**config.mk**
```make
export PLATFORM = sky130hd
export DESIGN_NAME = bus_decoder
export DESIGN_NICKNAME = d
export VERILOG_FILES = /design/src/hdl/soc_pkg.sv /design/src/hdl/bus_decoder.sv
export VERILOG_INCLUDE_DIRS = /design/src /design/src/include
export SDC_FILE = /design/constraint.sdc
export NUM_CORES = 1
export LEC_CHECK = 0
export ABC_AREA = 1
export BUFFER_PORTS_ARGS = -buffer_cell sky130_fd_sc_hd__buf_2
export CAP_MARGIN = 5
export CORE_AREA = 3 3 160 162
export CTS_BUF_LIST = sky130_fd_sc_hd__clkbuf_8
export DETAILED_ROUTE_END_ITERATION = 10
export DIE_AREA = 0 0 163 165
export SLEW_MARGIN = 25
export SYNTH_ARGS = -nofsm -noshare
export SYNTH_HDL_FRONTEND = slang
export SYNTH_SLANG_ARGS = --single-unit
```
**constraint.sdc**
```tcl
create_clock -name clock -period 2.22 [get_ports clock]
set_input_delay 0.333 -clock clock [delete_from_list [all_inputs] [get_ports clock]]
set_output_delay 0.333 -clock clock [all_outputs]
set_load 0.05 [all_outputs]
```
**src/include/soc_config.svh**
```systemverilog
`ifndef SOC_CONFIG_SVH
`define SOC_CONFIG_SVH

// ======================================================================
// address map
// ======================================================================

// 1 KiB of word-addressed RAM at the bottom of the map
`define RAM_BASE_ADDR 32'h0000_0000
`define RAM_MASK_ADDR 32'h0000_03FF

// core-local interruptor with a 64 KiB window
`define CLINT_BASE_ADDR 32'h0200_0000
`define CLINT_MASK_ADDR 32'h0000_FFFF

// uart transmitter with data at 0x0 and status at 0x4
`define UART_TX_BASE_ADDR 32'h1000_0000
`define UART_TX_MASK_ADDR 32'h0000_000F

// ======================================================================
// block sizes and rates
// ======================================================================

// number of 32-bit words held by the RAM
`define RAM_DEPTH 256

// main clocks per mtime tick
`define CLINT_PRESCALE 4

// main clocks per serial bit
`define UART_CLOCKS_PER_BIT 8

`endif

```
**src/hdl/soc_pkg.sv**
```systemverilog
package soc_pkg;

  // request from the host side of the bus
  // a strobe of zero marks the access as a read
  typedef struct packed {
    logic        mem_valid;
    logic [31:0] mem_addr;
    logic [31:0] mem_wdata;
    logic [3:0]  mem_wstrb;
  } mem_in_t;

  // response from a target
  // ready is a single-cycle pulse
  typedef struct packed {
    logic        mem_ready;
    logic        mem_error;
    logic [31:0] mem_rdata;
  } mem_out_t;

  localparam mem_in_t init_mem_in = '{
    mem_valid: 1'b0,
    mem_addr: 32'h0,
    mem_wdata: 32'h0,
    mem_wstrb: 4'h0
  };

  localparam mem_out_t init_mem_out = '{
    mem_ready: 1'b0,
    mem_error: 1'b0,
    mem_rdata: 32'h0
  };

endpackage

```
**src/hdl/bus_decoder.sv**
```systemverilog
`timescale 1ns/1ps

`include "soc_config.svh"

module bus_decoder (
  input  logic              clock,
  input  logic              reset,
  input  soc_pkg::mem_in_t  host_in,
  output soc_pkg::mem_out_t host_out,
  output soc_pkg::mem_in_t  ram_in,
  input  soc_pkg::mem_out_t ram_out,
  output soc_pkg::mem_in_t  clint_in,
  input  soc_pkg::mem_out_t clint_out,
  output soc_pkg::mem_in_t  uart_in,
  input  soc_pkg::mem_out_t uart_out
);

  logic        ram_hit;
  logic        clint_hit;
  logic        uart_hit;
  logic        miss;
  logic [31:0] base_addr;
  logic [31:0] local_addr;

  soc_pkg::mem_out_t error_out;

  // ======================================================================
  // address match
  // ======================================================================

  assign ram_hit   = (host_in.mem_addr & ~`RAM_MASK_ADDR) == `RAM_BASE_ADDR;
  assign clint_hit = (host_in.mem_addr & ~`CLINT_MASK_ADDR) == `CLINT_BASE_ADDR;
  assign uart_hit  = (host_in.mem_addr & ~`UART_TX_MASK_ADDR) == `UART_TX_BASE_ADDR;

  assign miss = host_in.mem_valid & ~(ram_hit | clint_hit | uart_hit);

  always_comb begin
    base_addr = 32'h0;
    if (ram_hit) begin
      base_addr = `RAM_BASE_ADDR;
    end else if (clint_hit) begin
      base_addr = `CLINT_BASE_ADDR;
    end else if (uart_hit) begin
      base_addr = `UART_TX_BASE_ADDR;
    end
  end

  // targets only ever see the offset inside their own window
  assign local_addr = host_in.mem_addr - base_addr;

  // ======================================================================
  // request routing
  // ======================================================================

  always_comb begin
    ram_in   = soc_pkg::init_mem_in;
    clint_in = soc_pkg::init_mem_in;
    uart_in  = soc_pkg::init_mem_in;
    if (host_in.mem_valid == 1'b1) begin
      if (ram_hit) begin
        ram_in          = host_in;
        ram_in.mem_addr = local_addr;
      end else if (clint_hit) begin
        clint_in          = host_in;
        clint_in.mem_addr = local_addr;
      end else if (uart_hit) begin
        uart_in          = host_in;
        uart_in.mem_addr = local_addr;
      end
    end
  end

  // unmapped accesses are answered here, one cycle later like any target
  always_ff @(posedge clock) begin
    if (reset == 1'b0) begin
      error_out <= soc_pkg::init_mem_out;
    end else begin
      error_out.mem_ready <= miss;
      error_out.mem_error <= miss;
      error_out.mem_rdata <= 32'h0;
    end
  end

  // ======================================================================
  // response mux
  // ======================================================================

  // at most one responder pulses ready in any cycle
  always_comb begin
    host_out = soc_pkg::init_mem_out;
    if (ram_out.mem_ready == 1'b1) begin
      host_out = ram_out;
    end else if (clint_out.mem_ready == 1'b1) begin
      host_out = clint_out;
    end else if (uart_out.mem_ready == 1'b1) begin
      host_out = uart_out;
    end else if (error_out.mem_ready == 1'b1) begin
      host_out = error_out;
    end
  end

endmodule

```
---- Word-level counts from Yosys, hierarchy flattened ----
Index checks and enable logic that the tools add are counted.
storage, ports and cells
  register bits after elaboration ......... 33
  input port bits ......................... 173
  output and inout port bits .............. 241
  word-level logic and storage cells ...... 26
cells by class
  add/sub/neg operators ................... 1
  equality and inequality tests ........... 2
  mux-type cells .......................... 16
  bitwise gates (word level) .............. 4
  reductions and logical operators ........ 1
operators with widths
  cell                    count
  $mux W69                9
  $mux W34                4
  $mux W32                2
  $logic_not A32 Y1       1
  $sub A32 B32 Y32        1
  $mux W29                1
  $eq A28 B25 Y1 const B  1
  $eq A16 B10 Y1 const B  1
  $or A1 B1 Y1            2
  $and A1 B1 Y1           1
  $not A1 Y1              1

---- Logic depth before layout (Yosys ltp) ----
  word-level depth ........................ 9
  depth in mapped cells ................... 13
  gate-level depth less buffers ........... 13

---- Worst setup path after synthesis ----
Ideal clock, no wire load.
  path kind ............................... input -> output
  start ................................... in host_in[67] in the netlist's numbering
  end ..................................... out clint_in[65] in the netlist's numbering
  arrival time ............................ 2.304 ns
  data required time ...................... 1.887 ns
  setup slack ............................. -0.417 ns
  stages .................................. 11
  path buffers ............................ 0
  cell sequence ........................... nor2_1 > nand2_1 > nor2_2 > nand2_1 > nor2_4 > ha_1 > ha_1 > nand2_1 > a21oi_1 > xor2_1 > nor2_1
RTL lines
  what         line               text
  from (decl)  bus_decoder.sv:8   input soc_pkg::mem_in_t host_in,
  to (decl)    bus_decoder.sv:12  output soc_pkg::mem_in_t clint_in,

==> results.cfg <==
[sta]
whs_ps = 653
finalHoldViolCount = 0
slew_viol_final = 0
rsz0062_at_grt = yes
min_period_ps = 2360
max_freq_ghz = 0.423
finalSetupViolations = 13
finalCritPeriodShare_pct = 106
layout_setup_ws_ps = -143

[floorplanning]
rows = 57
start_util_pct = 10.1
die_height_um = 165
coreArea_um2 = 24200
pin_count = 414
die_w_um = 163
die_area_um2 = 26900

[hold_path]
hold_class = in -> reg
min_from = reset

[final_layout]
area_growth_pct = 141
reg_top3 = error_out: 1 flops
largest_reg_flops = 1
regArea_um2 = 20.0
drive_gt1_share_pct = 55.0
fin_nets = 1093
regMostFlops = error_out
multi_input_area_um2 = 2090
num-fill-cells = 2691

[global_routing]
grt_overflow = 0
track_usage_pct = 9.32
grt_max_degree = 50
grt_pass1_vias = 3922
grt_first_pass_wirelength_um = 20400
antenna_found_initial = 2

[route]
vias = 4635
drc_errors = 0
antenna_left = 0
drt-wirelength-per-cell_um = 12.5
drt_iter0_markers = 119
routed_via_density = 3.74
drtPass1Iterations = 6
finalWirelength_um = 15500

[logic_synthesis]
synth.most_common_cell = nor2_1
syn_avg_cell_area_um2 = 4.76
synth-seq-cells = 1
synth-simple-area-share_pct = 48.2
synth_area_um2 = 2440
synth_fa_ha_area_share_pct = 1.54
async_flop_share_pct = 0
synth.area.mux_share_pct = 0
yosysTopAreaCell = nor2_1
synth_common_cells = nor2_1 (214), a21oi_1 (67), inv_1 (63)
yosysSeqAreaShare_pct = 0.819
yosysWarnings = 0
yosysTopAreaCellShare_pct = 32.9
synth_top_family_by_area = simple AND/OR/NAND/NOR gates
synth.distinct_cells = 23
yosys-top-cells-area = nor2_1 (33%), buf_4 (14%), a21oi_1 (14%)
synth_edf_count = 0
ys_dominant_reg_cell = dfxtp_1
synth-xor-area-share_pct = 1.08
synthesis.instances = 513
synth_compound_area_share_pct = 14.4

[critical_path]
required_ps = 1890
crit_path_max_fanout = 3
worst_setup_path_start_kind = primary input
cp-end-kind = primary output
critPathArrivalTime_ps = 2030
startpoint = host_in[52]
critical_path_class = in -> out

[status]
violations = setup timing
outcome = finished with violations

[placement]
post-place-ws_ps = -425
dp_hpwl_um = 12800
gp_congestion = 0.790
portBuffers = 367

[pwr]
p_per_area_nw_per_um2 = 164
vdd_ir_drop_max_v = 0.0000990
power_leakage_uw = 0.00336

[clock_tree]
holdBufCountCts = 0
clk_pin_slew_ps = 0

[flow_run]
cap_violations = 0
metrics by stage:
stage | power, uW | cell area, um^2 | setup TNS [ps] | cells | util (%)
after floorplan | 644 | 2750 | -419 | 558 | -
after global placement | 893 | 5100 | -3880 | 1219 | 21.0
after detailed placement | 895 | 5100 | -4420 | 1219 | 21.0
after CTS | 945 | 5500 | -1610 | 1237 | 22.7
after global routing | 1020 | 5890 | -3710 | 1239 | 24.3
final | 966 | 5890 | -1280 | 1240 | 24.3
final cells by class:
class,instances,share of cell area [%]
repair buffers,437,53.1
multi-input cells,411,35.4
well taps,324,6.88
inverters,66,4.20
flip-flops and latches,1,0.340
diodes,1,0.0425
placed cells by master (no fill, tap or decap), types with 15 or more instances in the layout:
cell,instances
conb_1,46
nor2_4,19
nand2_1,15
buf_4,93
nand3_1,39
buf_12,23
a21oi_1,66
buf_6,32
clkbuf_4,62
buf_2,226
nor2_2,23
nor2_1,176
inv_1,63
where the power goes:
part	switching, uW	internal (uW)	leakage, uW
clock network	0	0.0000604	0.00000000634
logic	651	295	0.00335
registers	0.573	19.3	0.00000834
layer usage:
| layer | wire (um) | up-vias | GRT usage, % |
|---|---|---|---|
| met3 | 1450 | 20 | 1.43 |
| met1 | 5510 | 2054 | 10.5 |
| met4 | 311 | 2 | 1.69 |
| li1 | - | 2274 | - |
| met2 | 8190 | 285 | 18.5 |
| met5 | 13 | - | 0 |
logic make-up after synthesis:
| kind of cell | after synthesis |
|---|---|
| buf+inv | 146 |
| flops | 1 |
| fa+ha+maj | 3 |
| simple gates | 289 |
| other cells | 1 |
| compound gates | 70 |
| xor+xnor | 3 |
critical path, stage by stage:
cell and delay (ps):
buf_6 100, nor2_4 120, nand2_2 90, nor2_4 120
nand2_2 80, nor2_4 110, ha_4 150, ha_4 140
nand2_4 50, a21oi_4 200, xor2_4 200, buf_12 150
nor2_4 30, buf_6 150
final timing paths:
path                             to  slack (ps)  cells past startpoint
worst max-delay path     ram_in[67]        -140                     14
worst min-delay path  error_out[32]         650                      5
timing repair:
item                                    4_1_cts  5_1_grt
endpoints found under the setup margin       16      154
pin swaps                                    29       18
endpoints found under the hold margin         0        0
buffers inserted                             18        3
resized for setup                            68      170
Note: power is estimated with default switching activity, not from simulation.
