==> config.mk <==
export PLATFORM = sky130hd
export DESIGN_NAME = uart_tx
export DESIGN_NICKNAME = d
export VERILOG_FILES = /design/src/hdl/soc_pkg.sv /design/src/hdl/uart_tx.sv
export VERILOG_INCLUDE_DIRS = /design/src /design/src/include
export SDC_FILE = /design/constraint.sdc
export NUM_CORES = 1
export LEC_CHECK = 0
export CORE_AREA = 2 2 47 54
export CTS_CLUSTER_DIAMETER = 120
export DETAILED_ROUTE_END_ITERATION = 12
export DIE_AREA = 0 0 49 56
export DONT_BUFFER_PORTS = 1
export PLACE_DENSITY = 0.86
export RECOVER_POWER = 25
export SETUP_SLACK_MARGIN = 0.1
export SYNTH_ARGS = -nofsm -noshare
export SYNTH_HDL_FRONTEND = slang
export SYNTH_SLANG_ARGS = --single-unit
==> constraint.sdc <==
create_clock -name clock -period 1.9 [get_ports clock]
set_input_delay 0 -clock clock [delete_from_list [all_inputs] [get_ports clock]]
set_output_delay 0 -clock clock [all_outputs]
set_load 0.005 [all_outputs]
==> src/include/soc_config.svh <==
`ifndef SOC_CONFIG_SVH
`define SOC_CONFIG_SVH

// ======================================================================
// address map
// ======================================================================

// 1 KiB of word-addressed RAM at the bottom of the map
`define RAM_BASE_ADDR 32'h0000_0000
`define RAM_MASK_ADDR 32'h0000_03FF

// core-local interruptor with a 64 KiB window
`define CLINT_BASE_ADDR 32'h0200_0000
`define CLINT_MASK_ADDR 32'h0000_FFFF

// uart transmitter with data at 0x0 and status at 0x4
`define UART_TX_BASE_ADDR 32'h1000_0000
`define UART_TX_MASK_ADDR 32'h0000_000F

// ======================================================================
// block sizes and rates
// ======================================================================

// number of 32-bit words held by the RAM
`define RAM_DEPTH 256

// main clocks per mtime tick
`define CLINT_PRESCALE 4

// main clocks per serial bit
`define UART_CLOCKS_PER_BIT 8

`endif

==> src/hdl/soc_pkg.sv <==
package soc_pkg;

  // request from the host side of the bus
  // a strobe of zero marks the access as a read
  typedef struct packed {
    logic        mem_valid;
    logic [31:0] mem_addr;
    logic [31:0] mem_wdata;
    logic [3:0]  mem_wstrb;
  } mem_in_t;

  // response from a target
  // ready is a single-cycle pulse
  typedef struct packed {
    logic        mem_ready;
    logic        mem_error;
    logic [31:0] mem_rdata;
  } mem_out_t;

  localparam mem_in_t init_mem_in = '{
    mem_valid: 1'b0,
    mem_addr: 32'h0,
    mem_wdata: 32'h0,
    mem_wstrb: 4'h0
  };

  localparam mem_out_t init_mem_out = '{
    mem_ready: 1'b0,
    mem_error: 1'b0,
    mem_rdata: 32'h0
  };

endpackage

==> src/hdl/uart_tx.sv <==
`timescale 1ns/1ps

`include "soc_config.svh"

module uart_tx #(
  parameter int clocks_per_bit = `UART_CLOCKS_PER_BIT
) (
  input  logic              clock,
  input  logic              reset,
  input  soc_pkg::mem_in_t  uart_in,
  output soc_pkg::mem_out_t uart_out,
  output logic              tx
);

  localparam int count_bits = $clog2(clocks_per_bit + 1);
  localparam logic [count_bits-1:0] last_count = count_bits'(clocks_per_bit - 1);

  localparam logic [3:0] data_offset   = 4'h0;
  localparam logic [3:0] status_offset = 4'h4;

  typedef enum logic [1:0] {
    idle,
    start,
    data,
    stop
  } state_t;

  state_t                state;
  logic [count_bits-1:0] count;
  logic [2:0]            bit_index;
  logic [7:0]            shift;
  logic                  busy;
  logic                  bit_done;
  logic                  write;
  logic                  load;
  logic                  refuse;
  logic                  ready_q;
  logic                  error_q;
  logic [31:0]           rdata_q;

  assign busy     = state != idle;
  assign bit_done = count == last_count;
  assign write    = uart_in.mem_valid & (|uart_in.mem_wstrb)
                    & (uart_in.mem_addr[3:0] == data_offset);
  // a byte written while a frame is on the line is dropped
  assign load     = write & ~busy;
  assign refuse   = write & busy;

  // ======================================================================
  // transmit FSM
  // ======================================================================

  always_ff @(posedge clock) begin
    if (reset == 1'b0) begin
      state     <= idle;
      count     <= '0;
      bit_index <= 3'h0;
      tx        <= 1'b1;
    end else begin
      case (state)
        idle: begin
          if (load) begin
            state <= start;
            count <= '0;
            tx    <= 1'b0;
          end
        end
        start: begin
          if (bit_done) begin
            state     <= data;
            count     <= '0;
            bit_index <= 3'h0;
            tx        <= shift[0];
          end else begin
            count <= count + 1'b1;
          end
        end
        data: begin
          if (bit_done) begin
            count <= '0;
            if (bit_index == 3'h7) begin
              state <= stop;
              tx    <= 1'b1;
            end else begin
              bit_index <= bit_index + 3'h1;
              tx        <= shift[0];
            end
          end else begin
            count <= count + 1'b1;
          end
        end
        stop: begin
          if (bit_done) begin
            state <= idle;
            count <= '0;
          end else begin
            count <= count + 1'b1;
          end
        end
        default: begin
          state <= idle;
        end
      endcase
    end
  end

  // lsb goes out first, so the byte shifts right as each data bit starts
  always_ff @(posedge clock) begin
    if (load) begin
      shift <= uart_in.mem_wdata[7:0];
    end else if (bit_done && (state == start || state == data)) begin
      shift <= {1'b0, shift[7:1]};
    end
  end

  // ======================================================================
  // bus registers
  // ======================================================================

  always_ff @(posedge clock) begin
    if (reset == 1'b0) begin
      ready_q <= 1'b0;
      error_q <= 1'b0;
    end else begin
      ready_q <= uart_in.mem_valid;
      error_q <= refuse;
    end
  end

  always_ff @(posedge clock) begin
    if (uart_in.mem_valid == 1'b1) begin
      if (uart_in.mem_wstrb == 4'h0 && uart_in.mem_addr[3:0] == status_offset) begin
        rdata_q <= {31'h0, busy};
      end else begin
        rdata_q <= 32'h0;
      end
    end
  end

  assign uart_out.mem_ready = ready_q;
  assign uart_out.mem_error = error_q;
  assign uart_out.mem_rdata = rdata_q;

endmodule

* Yosys cells after proc, flatten, opt, wreduce, memory -nomap -nowiden
Cells that the tools add are included.
** Operators by class
- Add/subtract/negate cells :: 2
- Equal/unequal tests :: 12
- Mux-type cells :: 20
- Bitwise logic cells :: 5
- Reductions and logical operators :: 15
** Operators by type and width (count)
- two-way mux 8 bit :: 2
- != test 2 bit, second input constant :: 6
- two-way mux 2 bit :: 5
- two-way mux 3 bit :: 3
- == test 4 x 3 -> 1 bit, second input constant :: 2
- zero test 4 bit :: 2
- two-way mux 4 bit :: 2
- one-hot mux 2 bit (4 select lines) :: 1
- one-hot mux 4 bit (2 select lines) :: 1
- AND reduction 4 bit :: 2
- one-hot mux 3 bit (2 select lines) :: 1
- nonzero test 2 bit :: 3
- AND reduction 5 bit :: 1
- adder 4 x 1 -> 4 bit, second input constant :: 1
- bitwise AND 1 bit :: 4
- == test 2 bit, second input constant :: 2
- two-way mux 1 bit :: 4
- OR reduction 4 bit :: 1
- adder 3 x 1 -> 3 bit, second input constant :: 1
- == test 3 bit, second input constant :: 1
- one-hot mux 1 bit (3 select lines) :: 1
- nonzero test 3 bit :: 1
- OR reduction 3 bit :: 1
- == test 2 x 1 -> 1 bit, second input constant :: 1
- other kinds (4) :: 5
** Storage, ports and cells
- Flip-flop bits (word level) :: 52
- Input bits :: 71
- Output and inout port bits :: 35
- Logic and storage cells :: 63

* Depth between registers and ports, before layout
- Depth after elaboration :: 6
- Mapped depth :: 7
- Mapped depth without buffers :: 6

* Worst setup path after synthesis
OpenSTA, ideal clock, no wires.
- Path kind :: register to register
- Start point :: register state[0]
- End point :: register state[0]
- Setup time :: 0.116 ns
- Data arrival time :: 1.483 ns
- Data required time :: 1.784 ns
- Slack :: 0.301 ns
- Cell stages (with the launch flop) :: 7
- Buffers on the path :: 0
- Clock period less this slack :: 1.599 ns
- Cells stage by stage :: dfxtp_1 inv_1 ha_1 inv_1 a31oi_4 or4_1 o211a_1
** Between the ends
- Word-level cells in the longest chain between the ends :: 5
- Elaborated cells between the ends (all ways) :: 14
- Those cells by class :: eq/ne: 8; mux: 1; bitwise: 2; reduce/logical: 3
** RTL lines
- from (decl) :: RTL line uart_tx.sv:28 : state_t state;
- from (signal assigned) :: RTL line uart_tx.sv:55 : state <= idle;
- from (signal assigned) :: RTL line uart_tx.sv:63 : state <= start;
- from (signal assigned) :: RTL line uart_tx.sv:70 : state <= data;
- nonzero test 2 bit :: RTL line uart_tx.sv:41 : assign busy = state != idle;
- inverter 1 bit :: RTL line uart_tx.sv:46 : assign load = write & ~busy;
- bitwise AND 1 bit :: RTL line uart_tx.sv:46
- != test 2 bit (no source line)
- AND reduction 5 bit (no source line)
Several ways; a longest one is shown, not always the timed one.
A chain may end at the register's enable or synchronous reset.

* Worst setup path after layout
- Start point :: register state[1]
- End point :: register state[0]
The elaborated chain is that of the path after synthesis.

==> results.toml <==
[outcome]
status = "completed"

[cells_and_area]
area_growth_pct = 4.18
nNetsFinal = 222
postLayoutCoreUtil_pct = 62.8
final_area_sq_mm = 0.00137
stdcell_count = 172
final_cell_mix = "conb_1, dlygate4sd3_1, nand2_1"
n_antenna_cell = 0
layout-drive-gt1-share_pct = 12.7
final_common_cell = "conb_1"

[power]
ir_worst_vdd_mv = 0.595
comb_power_share_pct = 28.0
p_per_area_mw_per_mm2 = 746
cellLeakagePower_nw = 0.570
seqPwrFrac_pct = 51.7
power_mw = 1.02
p_switching_mw = 0.318
switching_share_pct = 31.1
p_clk_share_pct = 20.3
internal_power_mw = 0.705

[drt]
drtIter0Drc = 11
vias = 869
first_pass_iters = 4
drc_errors = 0
wl_per_cell_um = 13.1
via_per_inst = 5.05
drt-total-wl_mm = 2.25
antenna_left = 0

[critical_path]
critPathCaptureType = "flip-flop"
cp.required_ns = 2.10
cp_max_fo = 6
critPathSlowestCell = "or4_1"
max_stage_delay_ns = 0.50
crit_type = "reg -> reg"
path_cells = "inv_1, ha_1, inv_1, a31oi_4, or4_1, o211a_1"
worst_path_most_repeated_cell = "inv_1"
cp-start-kind = "flip-flop"
cp.arrival_ns = 1.89

[sta]
post-route-period-util_pct = 89.0
grt_setup_unrepaired = "false"
period_needed_ns = 1.69
final_hold_viol_count = 0
setup_viol = 0
finalWorstSetupSlack_ns = 0.210
final_max_slew_viol_count = 0
setup_tns_ns = 0
skew_ns = 0.00574
fmax_mhz = 592
hold_ws_ns = 0.0276

[yosys]
yosys_register_bits = 21
synth-edff-count = 9
synth-main-ff-cell = "dfxtp_1"
yosysTopAreaCell = "edfxtp_1"
synthTopCellsByArea = "edfxtp_1, buf_4, dfxtp_1, ha_1, mux2_2"
ys_async_sr_fraction_pct = 0
syn-instance-count = 130
syn_area_sq_mm = 0.00132
synth_top_area_share_pct = 20.5
yosys_warnings = 0
syn_area_per_cell_sq_um = 10.1
synth_cell_types = 37
ys_seq_area_share_pct = 38.8

[cts]
cts_tree = "built"
cts_setup_buffers = 0
root_buffer = "clkbuf_4"
cts_inserted_buffers = 3
clock_latency_ns = 0.29
clockBufferDepth = 2
clk_pin_slew_worst_paths_ns = 0.11
cts.sinks = 21
htreeDepth = 1

[global_route]
grt_max_degree = 14
antenna_found_initial = 0
grt_pass1_vias = 778
grt_pass1_wl_mm = 3.50
overflow = 0
grt_util_all_layers_pct = 16.3

[place]
port_buffers = 0
placed_area_sq_mm = 0.00121
placed_cells = 155
dp_hpwl_mm = 1.56
pre_cts_slack_ns = 0.214
place_congestion = 0.789

[floorplan]
rows = 18
core-area_sq_mm = 0.00218
initial_core_util_pct = 60.3
dieArea_sq_mm = 0.00274
ios = 106
fp.dieH_um = 56
die_x_um = 49

[run]
drv_cap = 0

[min_path]
hold_class = "in -> reg"
-- synth_stat cells, types with 2 or more instances --
| library cell | number |
|---|---|
| buf_4 | 34 |
| dfxtp_1 | 12 |
| nand2_1 | 12 |
| edfxtp_1 | 9 |
| ha_1 | 8 |
| mux2_2 | 7 |
| a21boi_0 | 4 |
| inv_1 | 4 |
| nand4_1 | 3 |
| nor2_1 | 3 |
| nor2b_1 | 3 |
| o21ai_0 | 3 |
| a211oi_1 | 2 |
| buf_2 | 2 |
| nand3_1 | 2 |
-- power groups by stage --
stage | Clock, mW | Combinational [mW] | Sequential [mW]
final | 0.208 | 0.287 | 0.528
after global routing | 0.225 | 0.319 | 0.533
after CTS | 0.213 | 0.283 | 0.526
after detailed placement | 0 | 0.259 | 0.537
after global placement | 0 | 0.245 | 0.534
after floorplan | 0 | 0.249 | 0.529
-- cell type report --
class	instances	area (sq um)
Multi-Input combinational cell	98	636
Inverter	4	15.0
Sequential cell	21	512
Fill cell	167	813
Tap cell	30	37.5
Timing Repair Buffer	15	145
Clock buffer	4	26.3
-- critical path, delay by kind of cell (launching register included) --
family,cells,cell delay (ns)
AO/OA/AOI/OAI,2,0.20
adder cells (fa/ha/maj),1,0.26
buffers and inverters,2,0.23
flip-flops,1,0.40
AND/OR/NAND/NOR,1,0.50
-- registers in the layout (all words and copies together) (netlist names) --
register / count
ready_q: 1
rdata_q: 1
state: 2
error_q: 1
tx: 1
bit_index: 3
shift: 8
count: 4
-- path summary, 6_finish.rpt --
path	slack, ns	cells past startpoint	from	end
worst min register to register	0.50	2	bit_index[2]	bit_index[2]
worst max register to register	0.21	6	state[1]	state[0]
worst min-delay path	0.03	3	uart_in[68]	error_q
worst max-delay path	0.21	6	state[1]	state[0]
-- repair_timing --
item                                   CTS  global route
setup endpoints to repair                0            10
endpoints found under the hold margin   22             0
hold buffers                            13             0
gates resized for setup                  0             2
-- cells by family after synthesis --
kind of cell             after synthesis  synth area share (%)
flip-flops                            21                  38.8
XOR/XNOR                               1                 0.666
other                                  1                 0.285
buffers and inverters                 41                  21.6
adder cells (fa/ha/maj)                8                  7.60
AO/OA/AOI/OAI                         16                  9.70
AND/OR/NAND/NOR                       34                  14.6
multiplexers                           8                  6.75
-- per-layer routing --
layer / global-route usage [%] / vias up / part of all wire, %
li1: - / 411 / -
met1: 17.3 / 406 / 38
met2: 32.3 / 48 / 54
met3: 2.42 / 4 / 6.8
met4: 4.90 / 0 / 1.2
met5: 0 / - / 0
(Power assumes the default switching activity.)
