### src/include/soc_config.svh
`ifndef SOC_CONFIG_SVH
`define SOC_CONFIG_SVH

// ======================================================================
// address map
// ======================================================================

// 1 KiB of word-addressed RAM at the bottom of the map
`define RAM_BASE_ADDR 32'h0000_0000
`define RAM_MASK_ADDR 32'h0000_03FF

// core-local interruptor with a 64 KiB window
`define CLINT_BASE_ADDR 32'h0200_0000
`define CLINT_MASK_ADDR 32'h0000_FFFF

// uart transmitter with data at 0x0 and status at 0x4
`define UART_TX_BASE_ADDR 32'h1000_0000
`define UART_TX_MASK_ADDR 32'h0000_000F

// ======================================================================
// block sizes and rates
// ======================================================================

// number of 32-bit words held by the RAM
`define RAM_DEPTH 256

// main clocks per mtime tick
`define CLINT_PRESCALE 4

// main clocks per serial bit
`define UART_CLOCKS_PER_BIT 8

`endif

### src/hdl/soc_pkg.sv
package soc_pkg;

  // request from the host side of the bus
  // a strobe of zero marks the access as a read
  typedef struct packed {
    logic        mem_valid;
    logic [31:0] mem_addr;
    logic [31:0] mem_wdata;
    logic [3:0]  mem_wstrb;
  } mem_in_t;

  // response from a target
  // ready is a single-cycle pulse
  typedef struct packed {
    logic        mem_ready;
    logic        mem_error;
    logic [31:0] mem_rdata;
  } mem_out_t;

  localparam mem_in_t init_mem_in = '{
    mem_valid: 1'b0,
    mem_addr: 32'h0,
    mem_wdata: 32'h0,
    mem_wstrb: 4'h0
  };

  localparam mem_out_t init_mem_out = '{
    mem_ready: 1'b0,
    mem_error: 1'b0,
    mem_rdata: 32'h0
  };

endpackage

### src/hdl/clint.sv
`timescale 1ns/1ps

`include "soc_config.svh"

module clint #(
  parameter int prescale = `CLINT_PRESCALE
) (
  input  logic              clock,
  input  logic              reset,
  input  soc_pkg::mem_in_t  clint_in,
  output soc_pkg::mem_out_t clint_out,
  output logic              msip,
  output logic              mtip
);

  localparam int prescale_bits = $clog2(prescale + 1);
  localparam logic [prescale_bits-1:0] prescale_last = prescale_bits'(prescale - 1);

  localparam logic [15:0] msip_offset       = 16'h0000;
  localparam logic [15:0] mtimecmp_lo_offset = 16'h4000;
  localparam logic [15:0] mtimecmp_hi_offset = 16'h4004;
  localparam logic [15:0] mtime_lo_offset    = 16'hBFF8;
  localparam logic [15:0] mtime_hi_offset    = 16'hBFFC;

  logic [prescale_bits-1:0] prescale_count;
  logic                     tick;
  logic [63:0]              mtime;
  logic [63:0]              mtimecmp;
  logic [15:0]              offset;
  logic                     write;
  logic [31:0]              read_value;
  logic                     ready_q;
  logic [31:0]              rdata_q;

  function automatic logic [31:0] merge_bytes(input logic [31:0] old_value,
                                              input logic [31:0] new_value,
                                              input logic [3:0] strobe);
    logic [31:0] result;
    result = old_value;
    for (int i = 0; i < 4; i++) begin
      if (strobe[i]) begin
        result[8*i +: 8] = new_value[8*i +: 8];
      end
    end
    return result;
  endfunction

  assign offset = clint_in.mem_addr[15:0];
  assign write  = clint_in.mem_valid & (|clint_in.mem_wstrb);
  assign tick   = prescale_count == prescale_last;

  // ======================================================================
  // timer, compare and software interrupt
  // ======================================================================

  always_ff @(posedge clock) begin
    if (reset == 1'b0) begin
      prescale_count <= '0;
      mtime          <= 64'h0;
      mtimecmp       <= '1;
      msip           <= 1'b0;
      mtip           <= 1'b0;
      ready_q        <= 1'b0;
    end else begin
      ready_q <= clint_in.mem_valid;
      mtip    <= mtime >= mtimecmp;
      if (tick) begin
        prescale_count <= '0;
        mtime          <= mtime + 64'h1;
      end else begin
        prescale_count <= prescale_count + 1'b1;
      end
      // a bus write to mtime takes priority over the tick
      if (write) begin
        case (offset)
          msip_offset: begin
            if (clint_in.mem_wstrb[0]) begin
              msip <= clint_in.mem_wdata[0];
            end
          end
          mtimecmp_lo_offset: begin
            mtimecmp[31:0] <= merge_bytes(mtimecmp[31:0], clint_in.mem_wdata,
                                          clint_in.mem_wstrb);
          end
          mtimecmp_hi_offset: begin
            mtimecmp[63:32] <= merge_bytes(mtimecmp[63:32], clint_in.mem_wdata,
                                           clint_in.mem_wstrb);
          end
          mtime_lo_offset: begin
            mtime[31:0] <= merge_bytes(mtime[31:0], clint_in.mem_wdata, clint_in.mem_wstrb);
          end
          mtime_hi_offset: begin
            mtime[63:32] <= merge_bytes(mtime[63:32], clint_in.mem_wdata, clint_in.mem_wstrb);
          end
          default: begin
          end
        endcase
      end
    end
  end

  // ======================================================================
  // bus read side
  // ======================================================================

  always_comb begin
    case (offset)
      msip_offset:        read_value = {31'h0, msip};
      mtimecmp_lo_offset: read_value = mtimecmp[31:0];
      mtimecmp_hi_offset: read_value = mtimecmp[63:32];
      mtime_lo_offset:    read_value = mtime[31:0];
      mtime_hi_offset:    read_value = mtime[63:32];
      default:            read_value = 32'h0;
    endcase
  end

  always_ff @(posedge clock) begin
    if (clint_in.mem_valid == 1'b1) begin
      rdata_q <= read_value;
    end
  end

  assign clint_out.mem_ready = ready_q;
  assign clint_out.mem_error = 1'b0;
  assign clint_out.mem_rdata = rdata_q;

endmodule

### config.mk
export PLATFORM = sky130hd
export DESIGN_NAME = clint
export DESIGN_NICKNAME = d
export VERILOG_FILES = /design/src/hdl/soc_pkg.sv /design/src/hdl/clint.sv
export VERILOG_INCLUDE_DIRS = /design/src /design/src/include
export SDC_FILE = /design/constraint.sdc
export NUM_CORES = 1
export LEC_CHECK = 0
export BUFFER_PORTS_ARGS = -buffer_cell sky130_fd_sc_hd__buf_4
export CAP_MARGIN = 40
export CORE_ASPECT_RATIO = 1.25
export CORE_MARGIN = 2
export CORE_UTILIZATION = 33
export CTS_CLUSTER_SIZE = 10
export DETAILED_ROUTE_END_ITERATION = 10
export GPL_ROUTABILITY_DRIVEN = 0
export GPL_TIMING_DRIVEN = 1
export SYNTH_ARGS = -nofsm -noshare
export SYNTH_HDL_FRONTEND = slang
export SYNTH_SLANG_ARGS = --single-unit
### constraint.sdc
create_clock -name clock -period 6.59 [get_ports clock]
set_clock_uncertainty 0.1 [all_clocks]
set_input_delay 0 -clock clock [delete_from_list [all_inputs] [get_ports clock]]
set_output_delay 0 -clock clock [all_outputs]
set_load 0.005 [all_outputs]
# Word level (Yosys, flattened, before mapping)
# Cells that the tools add are included.
[totals] reg_bits=166 inputBits=71 output_inout_bits=36
[classes] add_sub_neg=2 magnitude_cmp=1 n_eq_ne=13 mux=9 bitwise=2 reduce_logical=12
[op_table] op="$pmux W32 S5" count=1
[op_table] op="$mux W64" count=2
[op_table] op="$add A64 B1 Y64 const B" count=1
[op_table] op="$ge A64 B64 Y1" count=1
[op_table] op="$mux W32" count=2
[op_table] op="$eq A16 B15 Y1 const B" count=2
[op_table] op="$eq A16 B16 Y1 const B" count=2
[op_table] op="$mux W8" count=4
[op_table] op="$reduce_and A3 Y1" count=9
[op_table] op="$ne A3 B3 Y1 const B" count=8
[op_table] op="$logic_not A16 Y1" count=1
[op_table] op="$reduce_or A4 Y1" count=1
[op_table] op="$add A3 B1 Y3 const B" count=1
[op_table] op="$eq A3 B2 Y1 const B" count=1
[op_table] op="$reduce_or A2 Y1" count=1
[op_table] op="$and A1 B1 Y1" count=1
[op_table] op="$not A1 Y1" count=1

# Longest topological paths before layout
[logic_depth] depth_word=4 ltp_mapped=9

# Least setup slack after synthesis
# No wires, ideal clock.
[synth_path] kind="register to register" from="register prescale_count[0]" to="register mtime[23]" setup_ps=115 arrival_ps=2451 required_time_ps=6375 slack_ps=3924 stages_incl_launch_ff=10 path_buffers=1 cell_sequence="dfxtp_1 -> ha_1 -> ha_1 -> buf_4 -> nand3_1 -> nor4_4 -> nand2_2 -> or4b_1 -> and3_1 -> o21a_1"
[synth_via] elab_chain_len=4
[synth_rtl] item="start, declared" line_no="clint.sv:25" text="logic [prescale_bits-1:0] prescale_count;"
[synth_rtl] item="start signal, assigned" line_no="clint.sv:71" text="prescale_count <= prescale_count + 1'b1;"
[synth_rtl] item="$eq A3 B2 Y1 *" line_no="clint.sv:50" text="assign tick = prescale_count == prescale_last;"
[synth_rtl] item="$mux W64 *" line_no="clint.sv:67" text="if (tick) begin"
[synth_rtl] item="$mux W32" line_no="clint.sv:75" text="case (offset)"
[synth_rtl] item="$mux W64 *" line_no="clint.sv:74" text="if (write) begin"
[synth_rtl] item="end signal, assigned" line_no="clint.sv:69" text="mtime <= mtime + 64'h1;"
[synth_rtl] item="end signal, assigned" line_no="clint.sv:90" text="mtime[31:0] <= merge_bytes(mtime[31:0], clint_in.mem_wdata, clint_in.mem_wstrb);"
[synth_rtl] item="end, declared" line_no="clint.sv:27" text="logic [63:0] mtime;"
# Every way passes the cells marked *; elsewhere a longest branch is shown, timed or not.
# A chain may end at the register's enable or synchronous reset.

# Final worst setup path
# Ends and elaborated chain as after synthesis.

==> results.txt <==
----------------------------------------------------
[Run status]
  Status ... completed

[Synth]
  Compound-gate portion of the synthesized area ... 19.6%
  Post-synthesis async set-or-reset flop share ... 0%
  Main combinational cell family by area after synthesis ... compound AO/OA/AOI/OAI gates
  Sequential cell area fraction in the yosys report ... 36.5%
  Synth Cell Area ... 9980 um^2
  Commonest register cell after synthesis ... sky130_fd_sc_hd__dfxtp_1
  Number of synthesized flops with an enable pin ... 32
  Share of cell area taken by muxes after synthesis ... 8.61%
  Post-Synth Adder-Cell Area ... 8.40%
  Basic-gate share of the synthesized area counting and, or, nand and nor cells ... 19.2%
  Post-synthesis xor/xnor area fraction ... 1.93%
  Synth warn ... 0
  Distinct cell type count after synthesis ... 68
  Number of nets in the synthesized netlist ... 1293
  Avg Inst Size Synth ... 8.64 um^2
  Number of flip-flops and latches in the synthesized netlist ... 166
  Synth Instances ... 1155

[Drt]
  DRC violation count after routing ... 0
  Number of nets with antenna violations after detailed routing ... 0
  Routed WL ... 31500 um
  Routed len/inst ... 18.9 um
  Number of detailed-routing iterations run before antenna repair ... 6
  Detailed-route via count ... 9231
  Vias/cell ... 5.53
  Number of design-rule violations left by the first detailed-router iteration ... 724

[Die]
  Initial core utilization ... 33.3%
  Core ar. ... 29900 um^2
  FP Rows ... 71
  Number of ports placed on the die boundary ... 107
  Horizontal die dimension ... 160 um
  Total die area ... 31700 um^2
  Die boundary height ... 198 um

[Power]
  Cell Pwr Density ... 181 nW/um^2
  Total power ... 0.00218 W
  Peak VDD IR ... 0.122 mV
  Static Leakage ... 5.37 nW

[STA]
  Fin Hold WS ... 254 ps
  Worst Tran Pin Value ... 853 ps
  Maximum clock rate ... 307 MHz
  Slew margin rel. ... 42.7%
  Pins Over Slew Limit ... 0
  Final min period ... 3260 ps
  Setup tns final ... 0 ps
  Number of setup violations in the final report ... 0
  Total count of hold-check failures in the final report ... 0
  Unrepaired setup endpoints after global routing ... false
  Fin crit share ... 49.4%

[Final layout]
  Fraction of final layout cells with drive strength greater than 1 ... 13.8%
  Post-synthesis to final-layout area growth ... 20.7%
  Antenna cell count ... 0
  Final net count ... 1393
  Post-route non-filler standard cell count ... 1669

[Clock tree]
  TritonCTS clock tree ... done
  Clock latency of the later-clocked register in the worst-skew pair ... 450 ps
  Sink Count ... 166
  Cell chosen for the clock root ... sky130_fd_sc_hd__clkbuf_16
  Num CTS Buffers ... 17
  H-tree depth reported by CTS ... 4
  Number of buffers added for setup after CTS ... 0
  Number of buffers between clock root and the deepest sink ... 2
  Clock slew at the register clock pins of the worst setup and hold paths ... 80 ps
  CTS-repair resized insts ... 0

[Flow run]
  Max-Cap Viols ... 0

[Setup path]
  Startpoint of the worst register-to-register path ... prescale_count[0]
  CP required ... 6830 ps
  R2R Setup Slk ... 3330 ps
  Critical Path Start ... prescale_count[0]
  Element type at the critical path start ... register
  Endpoint kind of the worst setup timing path ... register
  Worst Path Max Fanout ... 10
  Arrival time reported for the critical path endpoint ... 3500 ps
  Startpoint-to-endpoint class of the critical path ... reg -> reg

[Global routing]
  Largest net degree at the start of global routing ... 69
  Antenna violations before repair ... 0
  Number of global-route vias before repair ... 9068
  Total GRT Usage ... 20.0%
  Wire length of the first global-routing pass ... 49700 um
  Remaining Overflow, GRT ... 0

[Placement]
  DP HPWL ... 22900 um
  IO Port Bufs ... 89
  DP Cell Count ... 1594

[Worst hold path]
  Launch point of the worst hold path ... clint_in[9]
  Classification of the worst-slack hold path ... in -> reg

----------------------------------------------------
-- cell usage in the layout (no fill, tap or decap), types with 7 or more instances in the layout --
cell type / n
sky130_fd_sc_hd__nand3_1: 52
sky130_fd_sc_hd__nand4_1: 29
sky130_fd_sc_hd__dlygate4sd3_1: 43
sky130_fd_sc_hd__a21o_1: 13
sky130_fd_sc_hd__clkbuf_16: 18
sky130_fd_sc_hd__nor4_1: 16
sky130_fd_sc_hd__o211ai_1: 33
sky130_fd_sc_hd__ha_1: 67
sky130_fd_sc_hd__a21oi_1: 71
sky130_fd_sc_hd__nor2_1: 64
sky130_fd_sc_hd__nor3_1: 23
sky130_fd_sc_hd__or3_1: 7
sky130_fd_sc_hd__dfxtp_1: 134
sky130_fd_sc_hd__buf_4: 105
sky130_fd_sc_hd__mux2i_1: 69
sky130_fd_sc_hd__o21ai_0: 68
sky130_fd_sc_hd__a22oi_1: 18
sky130_fd_sc_hd__inv_1: 72
sky130_fd_sc_hd__mux2_2: 15
sky130_fd_sc_hd__xor2_1: 16
sky130_fd_sc_hd__and3_1: 12
sky130_fd_sc_hd__a221o_1: 19
sky130_fd_sc_hd__edfxtp_1: 32
sky130_fd_sc_hd__a31oi_1: 15
sky130_fd_sc_hd__nand2_1: 125
sky130_fd_sc_hd__o21a_1: 15
-- metal layers --
| layer | track usage [%] | part of all wire [%] | up-vias |
|---|---|---|---|
| met3 | 3.13 | 4.2 | 67 |
| li1 | - | - | 4487 |
| met2 | 36.0 | 51 | 274 |
| met5 | 0 | 0 | - |
| met4 | 9.66 | 3.8 | 0 |
| met1 | 23.2 | 41 | 4403 |
-- flip-flops by register name (all words and copies together) (netlist names) --
signal          count
rdata_q            32
ready_q             1
mtimecmp           64
mtime              64
prescale_count      3
msip                1
mtip                1
-- cell families (layout without fill, tap and decap cells) --
family                   Yosys count  count (layout)
AO/OA/AOI/OAI                    297             297
XOR/XNOR                          22              22
adder cells (fa/ha/maj)           67              67
other                              1               1
AND/OR/NAND/NOR                  376             376
multiplexers                      84              84
buffers and inverters            142             255
flip-flops                       166             166
-- power by group --
part | internal (W) | total, W | switching (W)
logic | 0.0000655 | 0.000140 | 0.0000749
clock network | 0.000526 | 0.000990 | 0.000464
registers | 0.00104 | 0.00105 | 0.00000669
total | 0.00163 | 0.00218 | 0.000546
-- cell usage after synthesis, types with 4 or more instances --
master                     number  area, um^2
sky130_fd_sc_hd__a21o_1        13        97.6
sky130_fd_sc_hd__a21oi_1       71         355
sky130_fd_sc_hd__a221o_1       19         190
sky130_fd_sc_hd__a22oi_1       18         135
sky130_fd_sc_hd__a311oi_1       4        35.0
sky130_fd_sc_hd__a31oi_1       15        93.8
sky130_fd_sc_hd__and2_1         4        25.0
sky130_fd_sc_hd__and3_1        12        75.1
sky130_fd_sc_hd__buf_1          5        18.8
sky130_fd_sc_hd__clkbuf_1      56         210
sky130_fd_sc_hd__dfxtp_1      134        2680
sky130_fd_sc_hd__edfxtp_1      32         961
sky130_fd_sc_hd__ha_1          67         838
sky130_fd_sc_hd__inv_1         72         270
sky130_fd_sc_hd__mux2_2        15         169
sky130_fd_sc_hd__mux2i_1       69         691
sky130_fd_sc_hd__nand2_1      125         469
sky130_fd_sc_hd__nand2b_1       5        31.3
sky130_fd_sc_hd__nand3_1       52         260
sky130_fd_sc_hd__nand4_1       29         181
sky130_fd_sc_hd__nor2_1        65         244
sky130_fd_sc_hd__nor3_1        25         125
sky130_fd_sc_hd__nor4_1        18         113
sky130_fd_sc_hd__nor4_4         4        85.1
sky130_fd_sc_hd__o211ai_1      33         248
sky130_fd_sc_hd__o21a_1        15         113
sky130_fd_sc_hd__o21ai_0       68         340
sky130_fd_sc_hd__o31ai_1        4        30.0
sky130_fd_sc_hd__or3_1          7        43.8
sky130_fd_sc_hd__or4_1          5        37.5
sky130_fd_sc_hd__xnor2_1        6        52.6
sky130_fd_sc_hd__xor2_1        16         140
-- worst paths after layout --
kind | endpoint | cells past startpoint
setup / recovery | mtime[23] | 8
hold / removal | mtimecmp[5] | 4
setup reg to reg | mtime[23] | 8
hold reg to reg | prescale_count[0] | 1
-- area by class of cell --
cell class,instances,area [um^2]
Multi-Input combinational cell,847,5800
Clock buffer,19,464
Sequential cell,166,3640
Clock inverter,13,113
Tap cell,401,502
Inverter,73,274
Timing Repair Buffer,150,1240
Fill cell,3067,17900
-- timing repair --
action,4_1_cts,5_1_grt
endpoints found under the setup margin,0,0
hold buffers,43,0
endpoints found under the hold margin,148,0
-- stage by stage --
stage,worst slack (ps),area [um^2],util [%]
finish,3330,12000,40.2
global route,3060,12000,40.2
CTS,3370,12000,40.2
detailed placement,3400,11000,36.9
global placement,3170,11000,36.7
floorplan,3920,9980,-
-- worst max-delay path, cell delays in order, from the launching register on --
cell and delay (ps):
sky130_fd_sc_hd__dfxtp_1 340, sky130_fd_sc_hd__ha_1 150, sky130_fd_sc_hd__ha_1 310, sky130_fd_sc_hd__nand3_1 320, sky130_fd_sc_hd__nor4_4 610, sky130_fd_sc_hd__nand2_2 340, sky130_fd_sc_hd__or4b_1 590, sky130_fd_sc_hd__and3_1 190
sky130_fd_sc_hd__o21a_1 180
Power figures use the tool's default switching activity.
